**src/common/ser_defs.svh**
```systemverilog
//////////////////////////////////////////////////////////////////////
// Read ID serializer widths
//////////////////////////////////////////////////////////////////////

`ifndef SER_DEFS_SVH
`define SER_DEFS_SVH

// Bus widths
`define SER_ADDR_W 32
`define SER_DATA_W 32
`define SER_LEN_W 8

// Slave-port ID space and slot organisation
`define SER_SLV_ID_W 6
`define SER_NUM_SLOTS 4
`define SER_TXNS_PER_ID 4

`endif

```
**src/common/axi_rd_pkg.sv**
```systemverilog
//////////////////////////////////////////////////////////////////////
// AXI read channel types
//////////////////////////////////////////////////////////////////////

`include "ser_defs.svh"

package axi_rd_pkg;

  // Master-port ID is just the slot index
  localparam int unsigned MST_ID_W = $clog2(`SER_NUM_SLOTS);

  typedef logic [`SER_ADDR_W-1:0]   addr_t;
  typedef logic [`SER_DATA_W-1:0]   data_t;
  typedef logic [`SER_LEN_W-1:0]    len_t;
  typedef logic [`SER_SLV_ID_W-1:0] slv_id_t;
  typedef logic [MST_ID_W-1:0]      mst_id_t;

  typedef struct packed {
    slv_id_t id;
    addr_t   addr;
    len_t    len;
  } ar_slv_t;

  typedef struct packed {
    mst_id_t id;
    addr_t   addr;
    len_t    len;
  } ar_mst_t;

  typedef struct packed {
    slv_id_t id;
    data_t   data;
    logic    last;
  } r_slv_t;

  typedef struct packed {
    mst_id_t id;
    data_t   data;
    logic    last;
  } r_mst_t;

endpackage

```
**src/common/id_map_pkg.sv**
```systemverilog
//////////////////////////////////////////////////////////////////////
// Slot mapping types
//////////////////////////////////////////////////////////////////////

`include "ser_defs.svh"

package id_map_pkg;

  localparam int unsigned SLOT_IDX_W = $clog2(`SER_NUM_SLOTS);
  localparam int unsigned SLOT_CNT_W = $clog2(`SER_TXNS_PER_ID + 1);

  // Slot number, doubles as the master-port ID
  typedef logic [SLOT_IDX_W-1:0] slot_idx_t;

  // Outstanding transactions in one slot, 0 up to the limit
  typedef logic [SLOT_CNT_W-1:0] slot_cnt_t;

  localparam slot_cnt_t SLOT_CNT_MAX = slot_cnt_t'(`SER_TXNS_PER_ID);

endpackage

```
**src/id_serialize/ar_slot_arbiter.sv**
```systemverilog
//////////////////////////////////////////////////////////////////////
// Slot arbiter and R steering
//////////////////////////////////////////////////////////////////////

`timescale 1ns/10ps

`include "ser_defs.svh"

module ar_slot_arbiter (
  input  logic                                           clk_i,
  input  logic                                           rst_i,
  input  axi_rd_pkg::ar_slv_t [`SER_NUM_SLOTS-1:0] slot_ar_i,
  input  logic                [`SER_NUM_SLOTS-1:0] slot_ar_valid_i,
  output logic                [`SER_NUM_SLOTS-1:0] slot_ar_ready_o,
  output axi_rd_pkg::ar_mst_t                      mst_ar_o,
  output logic                                     mst_ar_valid_o,
  input  logic                                     mst_ar_ready_i,
  input  axi_rd_pkg::r_mst_t                       mst_r_i,
  input  logic                                     mst_r_valid_i,
  output logic                                     mst_r_ready_o,
  output logic                [`SER_NUM_SLOTS-1:0] slot_r_valid_o,
  input  logic                [`SER_NUM_SLOTS-1:0] slot_r_ready_i
);

  import axi_rd_pkg::*;
  import id_map_pkg::*;

  slot_idx_t rr_q;
  slot_idx_t grant_q;
  logic      hold_q;
  slot_idx_t pick;
  slot_idx_t sel;
  logic      ar_fire;

  // Round-robin search starting at the pointer
  always_comb begin
    slot_idx_t idx;
    logic      found;
    pick  = rr_q;
    found = 1'b0;
    for (int i = 0; i < `SER_NUM_SLOTS; i++) begin
      idx = slot_idx_t'((int'(rr_q) + i) % `SER_NUM_SLOTS);
      if (!found && slot_ar_valid_i[idx]) begin
        pick  = idx;
        found = 1'b1;
      end
    end
  end

  // A stalled request keeps its grant
  assign sel = hold_q ? grant_q : pick;

  always_comb begin
    mst_ar_o.id          = mst_id_t'(sel);
    mst_ar_o.addr        = slot_ar_i[sel].addr;
    mst_ar_o.len         = slot_ar_i[sel].len;
    mst_ar_valid_o       = slot_ar_valid_i[sel];
    slot_ar_ready_o      = '0;
    slot_ar_ready_o[sel] = mst_ar_ready_i;
  end

  assign ar_fire = mst_ar_valid_o && mst_ar_ready_i;

  always_ff @(posedge clk_i) begin
    if (rst_i) begin
      rr_q    <= '0;
      grant_q <= '0;
      hold_q  <= 1'b0;
    end else if (ar_fire) begin
      hold_q <= 1'b0;
      rr_q   <= slot_idx_t'((int'(sel) + 1) % `SER_NUM_SLOTS);
    end else if (mst_ar_valid_o) begin
      hold_q  <= 1'b1;
      grant_q <= sel;
    end
  end

  // R id names the slot directly
  always_comb begin
    slot_r_valid_o             = '0;
    slot_r_valid_o[mst_r_i.id] = mst_r_valid_i;
    mst_r_ready_o              = slot_r_ready_i[mst_r_i.id];
  end

  a_ar_stable : assert property (@(posedge clk_i) disable iff (rst_i)
    mst_ar_valid_o && !mst_ar_ready_i |=> mst_ar_valid_o && $stable(mst_ar_o));

endmodule

```
**src/id_serialize/ar_slot_demux.sv**
```systemverilog
//////////////////////////////////////////////////////////////////////
// AR spill register and slot steering
//////////////////////////////////////////////////////////////////////

`timescale 1ns/10ps

`include "ser_defs.svh"

module ar_slot_demux (
  input  logic                      clk_i,
  input  logic                      rst_i,
  input  axi_rd_pkg::ar_slv_t       slv_ar_i,
  input  logic                      slv_ar_valid_i,
  output logic                      slv_ar_ready_o,
  output axi_rd_pkg::ar_slv_t       slot_ar_o,
  output logic [`SER_NUM_SLOTS-1:0] slot_ar_valid_o,
  input  logic [`SER_NUM_SLOTS-1:0] slot_ar_ready_i
);

  import axi_rd_pkg::*;
  import id_map_pkg::*;

  ar_slv_t   ar_q;
  logic      full_q;
  slot_idx_t sel;
  logic      in_fire;
  logic      out_fire;

  // Slot follows from the registered ID
  assign sel       = slot_idx_t'(ar_q.id % `SER_NUM_SLOTS);
  assign slot_ar_o = ar_q;

  always_comb begin
    slot_ar_valid_o      = '0;
    slot_ar_valid_o[sel] = full_q;
  end

  assign out_fire       = full_q && slot_ar_ready_i[sel];
  // Accept when empty or draining this cycle
  assign slv_ar_ready_o = !full_q || out_fire;
  assign in_fire        = slv_ar_valid_i && slv_ar_ready_o;

  always_ff @(posedge clk_i) begin
    if (rst_i) begin
      full_q <= 1'b0;
    end else if (in_fire) begin
      full_q <= 1'b1;
    end else if (out_fire) begin
      full_q <= 1'b0;
    end
  end

  always_ff @(posedge clk_i) begin
    if (in_fire) begin
      ar_q <= slv_ar_i;
    end
  end

  // The source keeps a stalled request steady until it is taken
  a_in_stable : assert property (@(posedge clk_i) disable iff (rst_i)
    slv_ar_valid_i && !slv_ar_ready_o |=> slv_ar_valid_i && $stable(slv_ar_i));

endmodule

```
**src/id_serialize/axi_rd_id_serialize.sv**
```systemverilog
//////////////////////////////////////////////////////////////////////
// AXI read ID serializer
//////////////////////////////////////////////////////////////////////

`timescale 1ns/10ps

`include "ser_defs.svh"

module axi_rd_id_serialize (
  input  logic                clk_i,
  input  logic                rst_i,
  input  axi_rd_pkg::ar_slv_t slv_ar_i,
  input  logic                slv_ar_valid_i,
  output logic                slv_ar_ready_o,
  output axi_rd_pkg::r_slv_t  slv_r_o,
  output logic                slv_r_valid_o,
  input  logic                slv_r_ready_i,
  output axi_rd_pkg::ar_mst_t mst_ar_o,
  output logic                mst_ar_valid_o,
  input  logic                mst_ar_ready_i,
  input  axi_rd_pkg::r_mst_t  mst_r_i,
  input  logic                mst_r_valid_i,
  output logic                mst_r_ready_o
);

  import axi_rd_pkg::*;

  ar_slv_t                       demux_ar;
  logic [`SER_NUM_SLOTS-1:0]     demux_ar_valid;
  logic [`SER_NUM_SLOTS-1:0]     demux_ar_ready;
  ar_slv_t [`SER_NUM_SLOTS-1:0]  req;
  logic [`SER_NUM_SLOTS-1:0]     req_valid;
  logic [`SER_NUM_SLOTS-1:0]     req_ready;
  logic [`SER_NUM_SLOTS-1:0]     slot_r_valid;
  logic [`SER_NUM_SLOTS-1:0]     slot_r_ready;
  r_slv_t [`SER_NUM_SLOTS-1:0]   ser_r;
  logic [`SER_NUM_SLOTS-1:0]     ser_r_valid;

  ar_slot_demux i_demux (
    .clk_i           (clk_i),
    .rst_i           (rst_i),
    .slv_ar_i        (slv_ar_i),
    .slv_ar_valid_i  (slv_ar_valid_i),
    .slv_ar_ready_o  (slv_ar_ready_o),
    .slot_ar_o       (demux_ar),
    .slot_ar_valid_o (demux_ar_valid),
    .slot_ar_ready_i (demux_ar_ready)
  );

  for (genvar i = 0; i < `SER_NUM_SLOTS; i++) begin : gen_slot
    rd_serializer i_ser (
      .clk_i       (clk_i),
      .rst_i       (rst_i),
      .ar_i        (demux_ar),
      .ar_valid_i  (demux_ar_valid[i]),
      .ar_ready_o  (demux_ar_ready[i]),
      .req_o       (req[i]),
      .req_valid_o (req_valid[i]),
      .req_ready_i (req_ready[i]),
      .r_i         (mst_r_i),
      .r_valid_i   (slot_r_valid[i]),
      .r_ready_o   (slot_r_ready[i]),
      .r_o         (ser_r[i]),
      .r_valid_o   (ser_r_valid[i]),
      .r_ready_i   (slv_r_ready_i)
    );
  end

  ar_slot_arbiter i_arb (
    .clk_i           (clk_i),
    .rst_i           (rst_i),
    .slot_ar_i       (req),
    .slot_ar_valid_i (req_valid),
    .slot_ar_ready_o (req_ready),
    .mst_ar_o        (mst_ar_o),
    .mst_ar_valid_o  (mst_ar_valid_o),
    .mst_ar_ready_i  (mst_ar_ready_i),
    .mst_r_i         (mst_r_i),
    .mst_r_valid_i   (mst_r_valid_i),
    .mst_r_ready_o   (mst_r_ready_o),
    .slot_r_valid_o  (slot_r_valid),
    .slot_r_ready_i  (slot_r_ready)
  );

  // At most one slot carries a beat, so a plain OR merges them
  always_comb begin
    slv_r_o       = '0;
    slv_r_valid_o = 1'b0;
    for (int i = 0; i < `SER_NUM_SLOTS; i++) begin
      if (ser_r_valid[i]) begin
        slv_r_o = r_slv_t'(slv_r_o | ser_r[i]);
      end
      slv_r_valid_o = slv_r_valid_o | ser_r_valid[i];
    end
  end

endmodule

```
**src/id_serialize/rd_serializer.sv**
```systemverilog
//////////////////////////////////////////////////////////////////////
// Per-slot read serializer
//////////////////////////////////////////////////////////////////////

`timescale 1ns/10ps

module rd_serializer (
  input  logic                clk_i,
  input  logic                rst_i,
  // Request from the demux
  input  axi_rd_pkg::ar_slv_t ar_i,
  input  logic                ar_valid_i,
  output logic                ar_ready_o,
  // Request towards the arbiter
  output axi_rd_pkg::ar_slv_t req_o,
  output logic                req_valid_o,
  input  logic                req_ready_i,
  // Response from the master port
  input  axi_rd_pkg::r_mst_t  r_i,
  input  logic                r_valid_i,
  output logic                r_ready_o,
  // Response towards the slave port
  output axi_rd_pkg::r_slv_t  r_o,
  output logic                r_valid_o,
  input  logic                r_ready_i
);

  import axi_rd_pkg::*;
  import id_map_pkg::*;

  slv_id_t   lock_id_q;
  slot_cnt_t cnt_q;
  slot_cnt_t cnt_d;
  logic      id_match;
  logic      admit;
  logic      req_fire;
  logic      r_done;

  // The ID stays locked while the count is nonzero
  assign id_match = (ar_i.id == lock_id_q);

  // Free slot, or same ID with room for one more
  assign admit = (cnt_q == '0) || (id_match && (cnt_q < SLOT_CNT_MAX));

  assign req_o       = ar_i;
  assign req_valid_o = ar_valid_i && admit;
  assign ar_ready_o  = req_ready_i && admit;

  assign req_fire = req_valid_o && req_ready_i;
  assign r_done   = r_valid_i && r_ready_i && r_i.last;

  // Restore the slave ID on the way back
  always_comb begin
    r_o.id   = lock_id_q;
    r_o.data = r_i.data;
    r_o.last = r_i.last;
  end

  assign r_valid_o = r_valid_i;
  assign r_ready_o = r_ready_i;

  always_comb begin
    cnt_d = cnt_q;
    if (req_fire && !r_done) begin
      cnt_d = cnt_q + 1'b1;
    end else if (!req_fire && r_done) begin
      cnt_d = cnt_q - 1'b1;
    end
  end

  always_ff @(posedge clk_i) begin
    if (rst_i) begin
      cnt_q <= '0;
    end else begin
      cnt_q <= cnt_d;
    end
  end

  always_ff @(posedge clk_i) begin
    if (req_fire) begin
      lock_id_q <= ar_i.id;
    end
  end

  a_cnt_limit : assert property (@(posedge clk_i) disable iff (rst_i)
    cnt_q <= SLOT_CNT_MAX);

  // A beat for this slot needs a request that went out earlier
  a_r_has_txn : assert property (@(posedge clk_i) disable iff (rst_i)
    r_valid_i |-> (cnt_q != '0));

endmodule

```
**config.mk**
```make
export PLATFORM = sky130hd
export DESIGN_NAME = axi_rd_id_serialize
export DESIGN_NICKNAME = d
export VERILOG_FILES = /design/src/common/axi_rd_pkg.sv /design/src/common/id_map_pkg.sv /design/src/id_serialize/ar_slot_arbiter.sv /design/src/id_serialize/ar_slot_demux.sv /design/src/id_serialize/axi_rd_id_serialize.sv /design/src/id_serialize/rd_serializer.sv
export VERILOG_INCLUDE_DIRS = /design/src /design/src/common
export SDC_FILE = /design/constraint.sdc
export NUM_CORES = 1
export LEC_CHECK = 0
export BUFFER_PORTS_ARGS = -buffer_cell sky130_fd_sc_hd__buf_2
export CORE_ASPECT_RATIO = 1.2
export CORE_MARGIN = 1
export CORE_UTILIZATION = 40
export CTS_CLUSTER_DIAMETER = 30
export DETAILED_ROUTE_END_ITERATION = 6
export PLACE_DENSITY = 0.73
export SLEW_MARGIN = 20
export SYNTH_ARGS = -nofsm -noshare
export SYNTH_HDL_FRONTEND = slang
export SYNTH_SLANG_ARGS = --single-unit
```
**constraint.sdc**
```tcl
create_clock -name clk_i -period 11.92 [get_ports clk_i]
set_input_delay 0 -clock clk_i [delete_from_list [all_inputs] [get_ports clk_i]]
set_output_delay 0 -clock clk_i [all_outputs]
set_load 0.03 [all_outputs]
```
==> summary.md, run 1 <==
Count of routing violations after the opening detailed-route iteration: 172. The run gives 5.18 ns as the worst path arrival time. The first global-routing pass estimated 16.7 mm of wire.

The fraction of post-synthesis cell area in the top cell type by area works out to 0.476. The tools report the instance count of the mapped netlist as 356. Detailed routing inserted a total of 3364 vias. In this run the static leakage power is 2.45 nW. After synthesis, the most frequently instantiated cells are edfxtp_1, buf_4, and2_1. The share of post-route cells with drive strength above 1 was 0.375; the number of hold violations in the final report was 0. For the total overflow reported by the global router, the log shows 0. The die is 117 um tall. The layout-stage area growth over the synthesis result is 32.7%. The period utilization is 0.412, and the peak fanout along the critical path is 16. The tools report the kind of start point of the critical path as a flip-flop. After filler insertion, the fill cell instance count of the layout stands at 883.

The pre-antenna-repair detailed-routing pass consisted of 7 iterations. The run gives 575 uW as the cell internal power dissipation. The clock drives 88 sinks.

The number of antenna violations at the first check in global routing was 1. For this run, the number of Yosys warnings is 0. The max-slew headroom at the worst pin came out at 0.299.

The logs give 0.558 for the register area share after synthesis and 41 for the row count. The synthesized design contains 70 enable-type register cells. The setup violation total in the final timing report was 0. The final reports fail on design-rule violations. The logs give 0.362 for the part of the power in the clock network and 7.07 ns for the pre-CTS setup slack.

The type of the setup path with the least slack is reg -> reg. The tools report the number of maximum-capacitance violations as 0. The detailed-routed wire length on met2 came out at 5.70 mm.

The biggest area consumer among synthesized cells was edfxtp_1. On the critical path, the stage with the largest delay is an instance of nor3_1. The routed design could run at a clock period as short as 4.91 ns.

Counting every net in the synthesized netlist gives 455. Clock skew on the completed layout was measured at 0.0103 ns. The HPWL reported at the end of detailed placement was 7.61 mm; the number of top-level design ports was 172. The count of input and output buffers was 171.

Dividing the synthesized area by the synthesized cell count gives 12.4 sq um. Number of register bits inferred by synthesis: 88. For this run, design rule violations remaining after detail routing come to 19.

In the final design database the tool counted 632 nets. Walking the worst path, the cells encountered are or3b_4, or3b_1, o32ai_2, o21ai_1, a211o_1, inv_1, ha_1, nand2_1, nor3_1, ha_1, inv_1, fa_1, xor2_1, or3_1, a21oi_1. The initial core utilization is 0.415, and the slew at the pin closest to its max-slew limit is 1.05 ns. The number of slew-limit violations in the final report was 0. The worst setup path is captured at a flip-flop. The area of the placeable core is 10600 sq um.

Post-CTS repair changed the size of 0 cells. The logs give 0.853 for the final estimated routing congestion in global placement and 9 for the number of CTS-inserted buffers. Summing every instance area after synthesis gives 4410 sq um.

The logs give 2 for the maximum buffer depth of the clock tree and 47 for the maximum number of pins on one net before global-route repair. Timing would allow up to 0.204 GHz. TritonCTS built the clock tree. Among all flip-flop cells after synthesis, the most frequent one is edfxtp_1.

Summed over all nets, the switching power comes to 227 uW. Highest layer used for signal routing: met4. The via count of the first global-routing pass is 3493.

Setup total negative slack on the finished layout was measured at 0 ns. The tools report the H-tree depth as 3. The cell sitting at the root of the clock tree is a clkbuf_16. For the portion of total power attributed to combinational logic, the log shows 0.187. The clock reaches the later pin of the worst-skew pair after 0.34 ns.

The wire length reported by the detailed router was 11.0 mm; the fraction of power spent switching nets was 0.283. The floorplan step set the die width to 97.9 um. The flow ran to the end, but the final reports show violations. Yosys instantiated no cell more often than edfxtp_1. Count of cell types in the netlist: 51. For this design the ratio of total power to cell area is 137 nW/um^2. The floorplan step defined a die boundary enclosing 11500 sq um. In the detailed route, the total length drawn on met3 is 1.16 mm. The post-synthesis async set-or-reset flop share was 0; the number of nets with antenna violations after routing was 0.

The global-route usage over all layers was 0.193; the routed length per placed instance was 16.4 um. Worst min-delay path class: in -> reg. Data on the critical path is required at its endpoint by 12.19 ns. After layout, the worst setup slack is 7.01 ns. Yosys attributes the largest share of cell area to edfxtp_1, dfxtp_1, buf_4, and2_1, xnor2_1. The sequential share of power is 0.451.

Across the VDD grid, the largest voltage drop is 0.0967 mV. Detail-routed via count per cell: 5.04. Clock-pin slew was measured on the worst setup and hold paths at 0.07 ns.

In this design, the stage delay of the slowest critical-path cell is 0.81 ns. Setup repair after global routing left no endpoint under its margin. For this block, wires on met1 add up to 3.88 mm.
## repair_timing
item                      in CTS  in global routing
buffers inserted               0                  0
hold buffers                  47                  0
hold endpoints to repair      47                  0
## flip-flops by register name, summed over array words and instances (netlist names)
name and cells:
i_demux.slot_ar_o 46, gen_slot.i_ser.lock_id_q 24, gen_slot.i_ser.cnt_q 12, i_arb.grant_q 2, i_arb.rr_q 2, i_arb.hold_q 1
i_demux.full_q 1
## per-layer routing
layer  vias to the layer above  global-route usage
met1                      1559               0.197
met5                         -                   0
met2                       209               0.369
met4                         0              0.0778
met3                        16              0.0570
li1                       1580                   -
## power by group through the flow
stage | registers [mW] | clock network, mW | logic [mW]
after floorplan | 0.364 | 0 | 0.105
after global routing | 0.364 | 0.306 | 0.161
after detailed placement | 0.368 | 0 | 0.137
after CTS | 0.362 | 0.296 | 0.149
after global placement | 0.367 | 0 | 0.133
final | 0.362 | 0.290 | 0.150
## worst paths after layout
kind | to | slack [ns] | cells after the start | startpoint
min reg2reg | i_arb.rr_q[0]$_SDFFE_PP0P_ | 0.47 | 2 | i_arb.rr_q[0]$_SDFFE_PP0P_
max | gen_slot[3].i_ser.cnt_q[2]$_SDFFE_PP0P_ | 7.01 | 15 | i_demux.slot_ar_o[40]$_DFFE_PP_
min | gen_slot[3].i_ser.cnt_q[0]$_SDFFE_PP0P_ | 0.04 | 2 | rst_i
max reg2reg | gen_slot[3].i_ser.cnt_q[2]$_SDFFE_PP0P_ | 7.01 | 15 | i_demux.slot_ar_o[40]$_DFFE_PP_
## area by class of cell
class | instances | area (sq um) | share of cell area
sequential | 88 | 2460 | 0.421
multi-input combinational | 204 | 1550 | 0.264
timing repair buffer | 218 | 1330 | 0.226
clock buffer | 9 | 225 | 0.0385
tap | 129 | 161 | 0.0276
clock inverter | 7 | 85.1 | 0.0145
inverter | 12 | 45.0 | 0.00769
antenna | 1 | 2.50 | 0.000427
## placed cells by master (no fill, tap or decap), drive strengths merged, types with 8 or more instances in the layout
master         n
and2          40
buf          171
clkbuf         9
dfxtp         18
dlygate4sd3   47
edfxtp        70
ha             8
inv           16
nand2         17
nor2          20
o21ai         10
xnor2         17
xor2          14
## through the flow
stage | cells | power, mW | hold WS (ns) | instance area (sq um) | util
6_report | 668 | 0.802 | 0.0376 | 5860 | 0.551
5_1_grt | 668 | 0.831 | 0.0514 | 5860 | 0.551
4_1_cts | 667 | 0.807 | 0.0301 | 5850 | 0.551
3_5_place_dp | 604 | 0.505 | 0.178 | 5070 | 0.478
3_3_place_gp | 604 | 0.501 | 0.176 | 5070 | 0.478
2_1_floorplan | 356 | 0.469 | 0.0989 | 4410 | -
## worst max-delay path: cells and delay by family (launching register included)
family | cells | cell delay, ns
AO/OA/AOI/OAI | 4 | 0.92
adder cells (fa/ha/maj) | 3 | 0.85
AND/OR/NAND/NOR | 5 | 2.10
flip-flops | 1 | 0.63
buffers and inverters | 2 | 0.18
XOR/XNOR | 1 | 0.16
## kinds of logic after synthesis
family	synth area share
XOR/XNOR	0.0615
AO/OA/AOI/OAI	0.0666
adder cells (fa/ha/maj)	0.0408
AND/OR/NAND/NOR	0.135
multiplexers	0.0468
buffers and inverters	0.0913
flip-flops	0.558
Power figures use the tool's default switching activity.
==> run 2: changes to the inputs <==
--- a/config.mk
+++ b/config.mk
@@ -12,7 +12,7 @@
 export CORE_UTILIZATION = 40
 export CTS_CLUSTER_DIAMETER = 30
 export DETAILED_ROUTE_END_ITERATION = 6
-export PLACE_DENSITY = 0.73
+export PLACE_DENSITY = 0.75
 export SLEW_MARGIN = 20
 export SYNTH_ARGS = -nofsm -noshare
 export SYNTH_HDL_FRONTEND = slang
==> constraint.sdc (replaced) <==
create_clock -name clk_i -period 4.5 [get_ports clk_i]
set_input_delay 0 -clock clk_i [delete_from_list [all_inputs] [get_ports clk_i]]
set_output_delay 0 -clock clk_i [all_outputs]
set_load 0.03 [all_outputs]
==> run 2 against run 1 <==
  * The flow still finishes with violations (design-rule violations)
  * Wire length grew 4.0%
  * Total power grew to 2.7 times the previous value
  * Sequential share of layout area shrank 0.32 points
  * Fmax grew 19%
  * Sequential power grew to 2.6 times the previous value
  * Hold slack gained 0.0060 ns
  * Count of clock-buffer cells in the layout is the same
  * Design area grew 0.77%
  * Clock power grew to 2.7 times the previous value
  * Flip-flop and latch count is the same
  * Clock skew shrank 0.0025 ns
  * Final cell count grew 0.75%
  * Critical endpoint is now gen_slot[0].i_ser.cnt_q[2]$_SDFFE_PP0P_
  * Largest cell class unchanged
  * Largest power group unchanged
==> summary.md, run 2 (synthesis results as in run 1) <==
The tools report the origin of the worst min-delay path as rst_i. The number of flip-flops in the largest register is 46 (unchanged). The logs give 0 (unchanged) for the number of slew-limit violations in the final report and 0.0436 ns (+0.00596 ns) for the worst hold slack across all endpoints. The fraction of power spent switching nets works out to 0.283 (+0.000925). The run gives 7.60 mm (about the same) as the HPWL reported at the end of detailed placement. For the final non-filler cell area, the log shows 5900 sq um (+0.77%).

The final cell count without fillers came out at 673 (+0.75%). The global-route usage over all layers was 0.200 (+0.00735). The top cell types in the final layout, fill and taps aside, are buf_2, edfxtp_1, dlygate4sd3_1. The maximum number of pins on one net before global-route repair is 47 (unchanged), and the length in cells of the worst reg-to-reg path is 16 (+1). The run gives 6 (-1) as the number of iterations in the first detailed-routing pass.

The full die area came out at 11500 sq um (unchanged). The wire length reported by the detailed router was 11.4 mm (+4.0%). The total overflow reported by the global router is 0 (unchanged), and the detailed-route wire length on metal 1 is 4.07 mm (+4.9%). The tools report the standby leakage power as 2.49 nW (+1.5%). The row count came out at 41 (unchanged). The run gives 0.00785 ns (-0.00249 ns) as the final setup skew.

Area of the placeable core: 10600 sq um (unchanged). The post-route total power is 2.13 mW (+170%), and the count of cells along the worst hold path is 2 (unchanged). The run gives 166 (-3.5%) as the count of routing violations after the opening detailed-route iteration.

The run finished, with violations left. The final estimated routing congestion in global placement was 0.871 (+2.2%). The run gives 5120 sq um (+0.91%) as the instance area at placement. The final reports fail on design-rule violations. Horizontal die dimension: 97.9 um (unchanged).

The area growth from synthesis to layout is 33.7%. Met3 wirelength from detailed routing: 1.00 mm (-14%). The filler cell count in the final layout is 821 (-7.0%). The routed length per placed instance came out at 16.9 um (+3.2%). The root buffer cell chosen for the clock tree is clkbuf_16.

The detail-routed via count per cell is 5.02 (-0.39%). The layout net count is 638 (+0.95%). The tools report the number of sinks on the clock net as 88 (unchanged). The vertical extent of the die is 117 um (unchanged), and the total number of vias is 3376 (+0.36%). The number of antenna diodes was 0 (-1); the number of maximum-capacitance violations was 0 (unchanged). The post-layout minimum cycle time was 4.14 ns (-0.769 ns). The tightest min-delay check is of the in -> reg type. The worst path arrival time came out at 4.41 ns (-0.77 ns).

The type of the setup path with the least slack was reg -> reg. The peak fanout along the critical path works out to 11 (-5). Leaving out fill and tap cells, the most frequent cell in the layout is buf_2. For the pre-CTS setup slack, the log shows 0.406 ns (-6.66 ns).

For the worst setup slack for register-to-register paths, the log shows 0.36 ns (-6.65 ns). The power density of the placed cells was 361 nW/um^2 (+160%). The first-pass GRT wire length came out at 17.3 mm (+3.3%). The maximum buffer depth of the clock tree is 2 (unchanged), and the period utilization is 0.920 (+0.509). The maximum operating frequency is 0.241 GHz (+19%), and the fraction of the core area covered by cells at the end of the flow is 0.556 (+0.00424). The via count of the first global-routing pass was 3538 (+1.3%); the worst-case setup margin in the final layout was 0.358 ns (-6.65 ns). The worst register-to-register path begins at i_demux.slot_ar_o[41]$_DFFE_PP_. The tools report the remaining routing DRC violations as 18 (-1).

The worst setup path is launched from a flip-flop. The sort of element at the end of the critical path was a flip-flop. The clock-pin slew reported for the worst setup and hold paths after clock tree synthesis was 0.07 ns (about the same); the portion of total power attributed to combinational logic was 0.189 (+0.002).

Slew at the pin closest to its max-slew limit: 0.578 ns (-0.473 ns). The final-layout setup total negative slack was 0 ns (unchanged). The number of nets with antenna violations after routing is 0 (unchanged). Total placed cells including tap cells: 610 (+0.99%). Max-slew headroom at the worst pin: 0.615 (+0.315). For the cell internal power dissipation, the log shows 1.53 mW (+170%). The part of the power in the clock network came out at 0.362 (about the same). The detailed-routed wire length on met2 was 6.00 mm (+5.3%). H-tree depth: 3 (unchanged). The tools report the initial core utilization as 0.415 (unchanged). The end of the worst hold path was gen_slot[2].i_ser.cnt_q[1]$_SDFFE_PP0P_. After detailed routing, no signal wire sits above met4. For the clock latency reported for the late side of the worst-skew pair, the log shows 0.34 ns (about the same). Count of input and output buffers: 171 (unchanged).

Setup repair after global routing left no endpoint under its margin. The tools report the number of buffers inserted to repair setup after CTS as 0 (unchanged). The net switching component of the power was 604 uW (+170%). The logs give 0.449 (-0.002) for the sequential share of power and 0 (unchanged) for the number of hold violations in the final report. For the worst voltage drop across the vdd grid, the log shows 0.292 mV (+200%). TritonCTS built the clock tree. For the number of top-level design ports, the log shows 172 (unchanged).

For the data required time of the worst path, the log shows 4.77 ns (-7.42 ns). The endpoint identified for the worst register-to-register timing path is gen_slot[0].i_ser.cnt_q[2]$_SDFFE_PP0P_. The setup violation total in the final timing report is 0 (unchanged), and the number of CTS-inserted buffers is 9 (unchanged). The number of antenna violations at the first check in global routing was 0 (-1). The share of post-route cells with drive strength above 1 works out to 0.382 (+0.00689).
[run 2: worst max-delay path by stage]
stage | startpoint | end | slack (ns) | cells after the start
after floorplan | i_demux.slot_ar_o[41]$_DFFE_PP_ | i_demux.slot_ar_o[0]$_DFFE_PP_ | 0.04 | 12
after global placement | i_demux.slot_ar_o[41]$_DFFE_PP_ | gen_slot[3].i_ser.cnt_q[2]$_SDFFE_PP0P_ | 0.54 | 15
after detailed placement | i_demux.slot_ar_o[41]$_DFFE_PP_ | gen_slot[3].i_ser.cnt_q[2]$_SDFFE_PP0P_ | 0.41 | 15
after CTS | i_demux.slot_ar_o[41]$_DFFE_PP_ | gen_slot[0].i_ser.cnt_q[2]$_SDFFE_PP0P_ | 0.38 | 16
after global routing | i_demux.slot_ar_o[41]$_DFFE_PP_ | gen_slot[0].i_ser.cnt_q[2]$_SDFFE_PP0P_ | 0.03 | 16
final | i_demux.slot_ar_o[41]$_DFFE_PP_ | gen_slot[0].i_ser.cnt_q[2]$_SDFFE_PP0P_ | 0.36 | 16
[run 2: repair_timing]
item	in CTS	in global routing
endpoints found under the hold margin	47	0
hold buffers	47	0
gates resized for setup	0	0
[run 2: critical path, stage by stage (launching register included)]
cell and delay [ns]:
edfxtp_1 0.56, or3b_4 0.46, or3b_1 0.41, o32ai_2 0.25, nor2_1 0.07, o31ai_1 0.32, nor2_1 0.16, inv_1 0.11
ha_1 0.17, nand2_1 0.06, nor2_1 0.17, ha_1 0.22, inv_1 0.07, fa_1 0.44, xor2_1 0.16, or3_1 0.31
a21oi_1 0.14
[run 2: power groups by stage]
stage | sequential (mW) | combinational (mW) | clock (mW)
6_report | 0.956 | 0.402 | 0.771
4_1_cts | 0.954 | 0.399 | 0.783
2_1_floorplan | 0.963 | 0.280 | 0
3_3_place_gp | 0.969 | 0.361 | 0
5_1_grt | 0.960 | 0.432 | 0.809
3_5_place_dp | 0.971 | 0.366 | 0
[run 2: per-layer routing]
layer	track usage	vias up
li1	-	1583
met1	0.197	1570
met2	0.387	197
met3	0.0505	26
met4	0.106	0
met5	0	-
[run 2: area by class of cell]
cell class,count,area [sq um],area share
repair buffers,224,1370,0.232
inverters,12,45.0,0.00763
clock inverters,7,86.3,0.0146
flip-flops and latches,88,2460,0.417
well taps,129,161,0.0274
multi-input cells,204,1550,0.263
clock buffers,9,225,0.0382
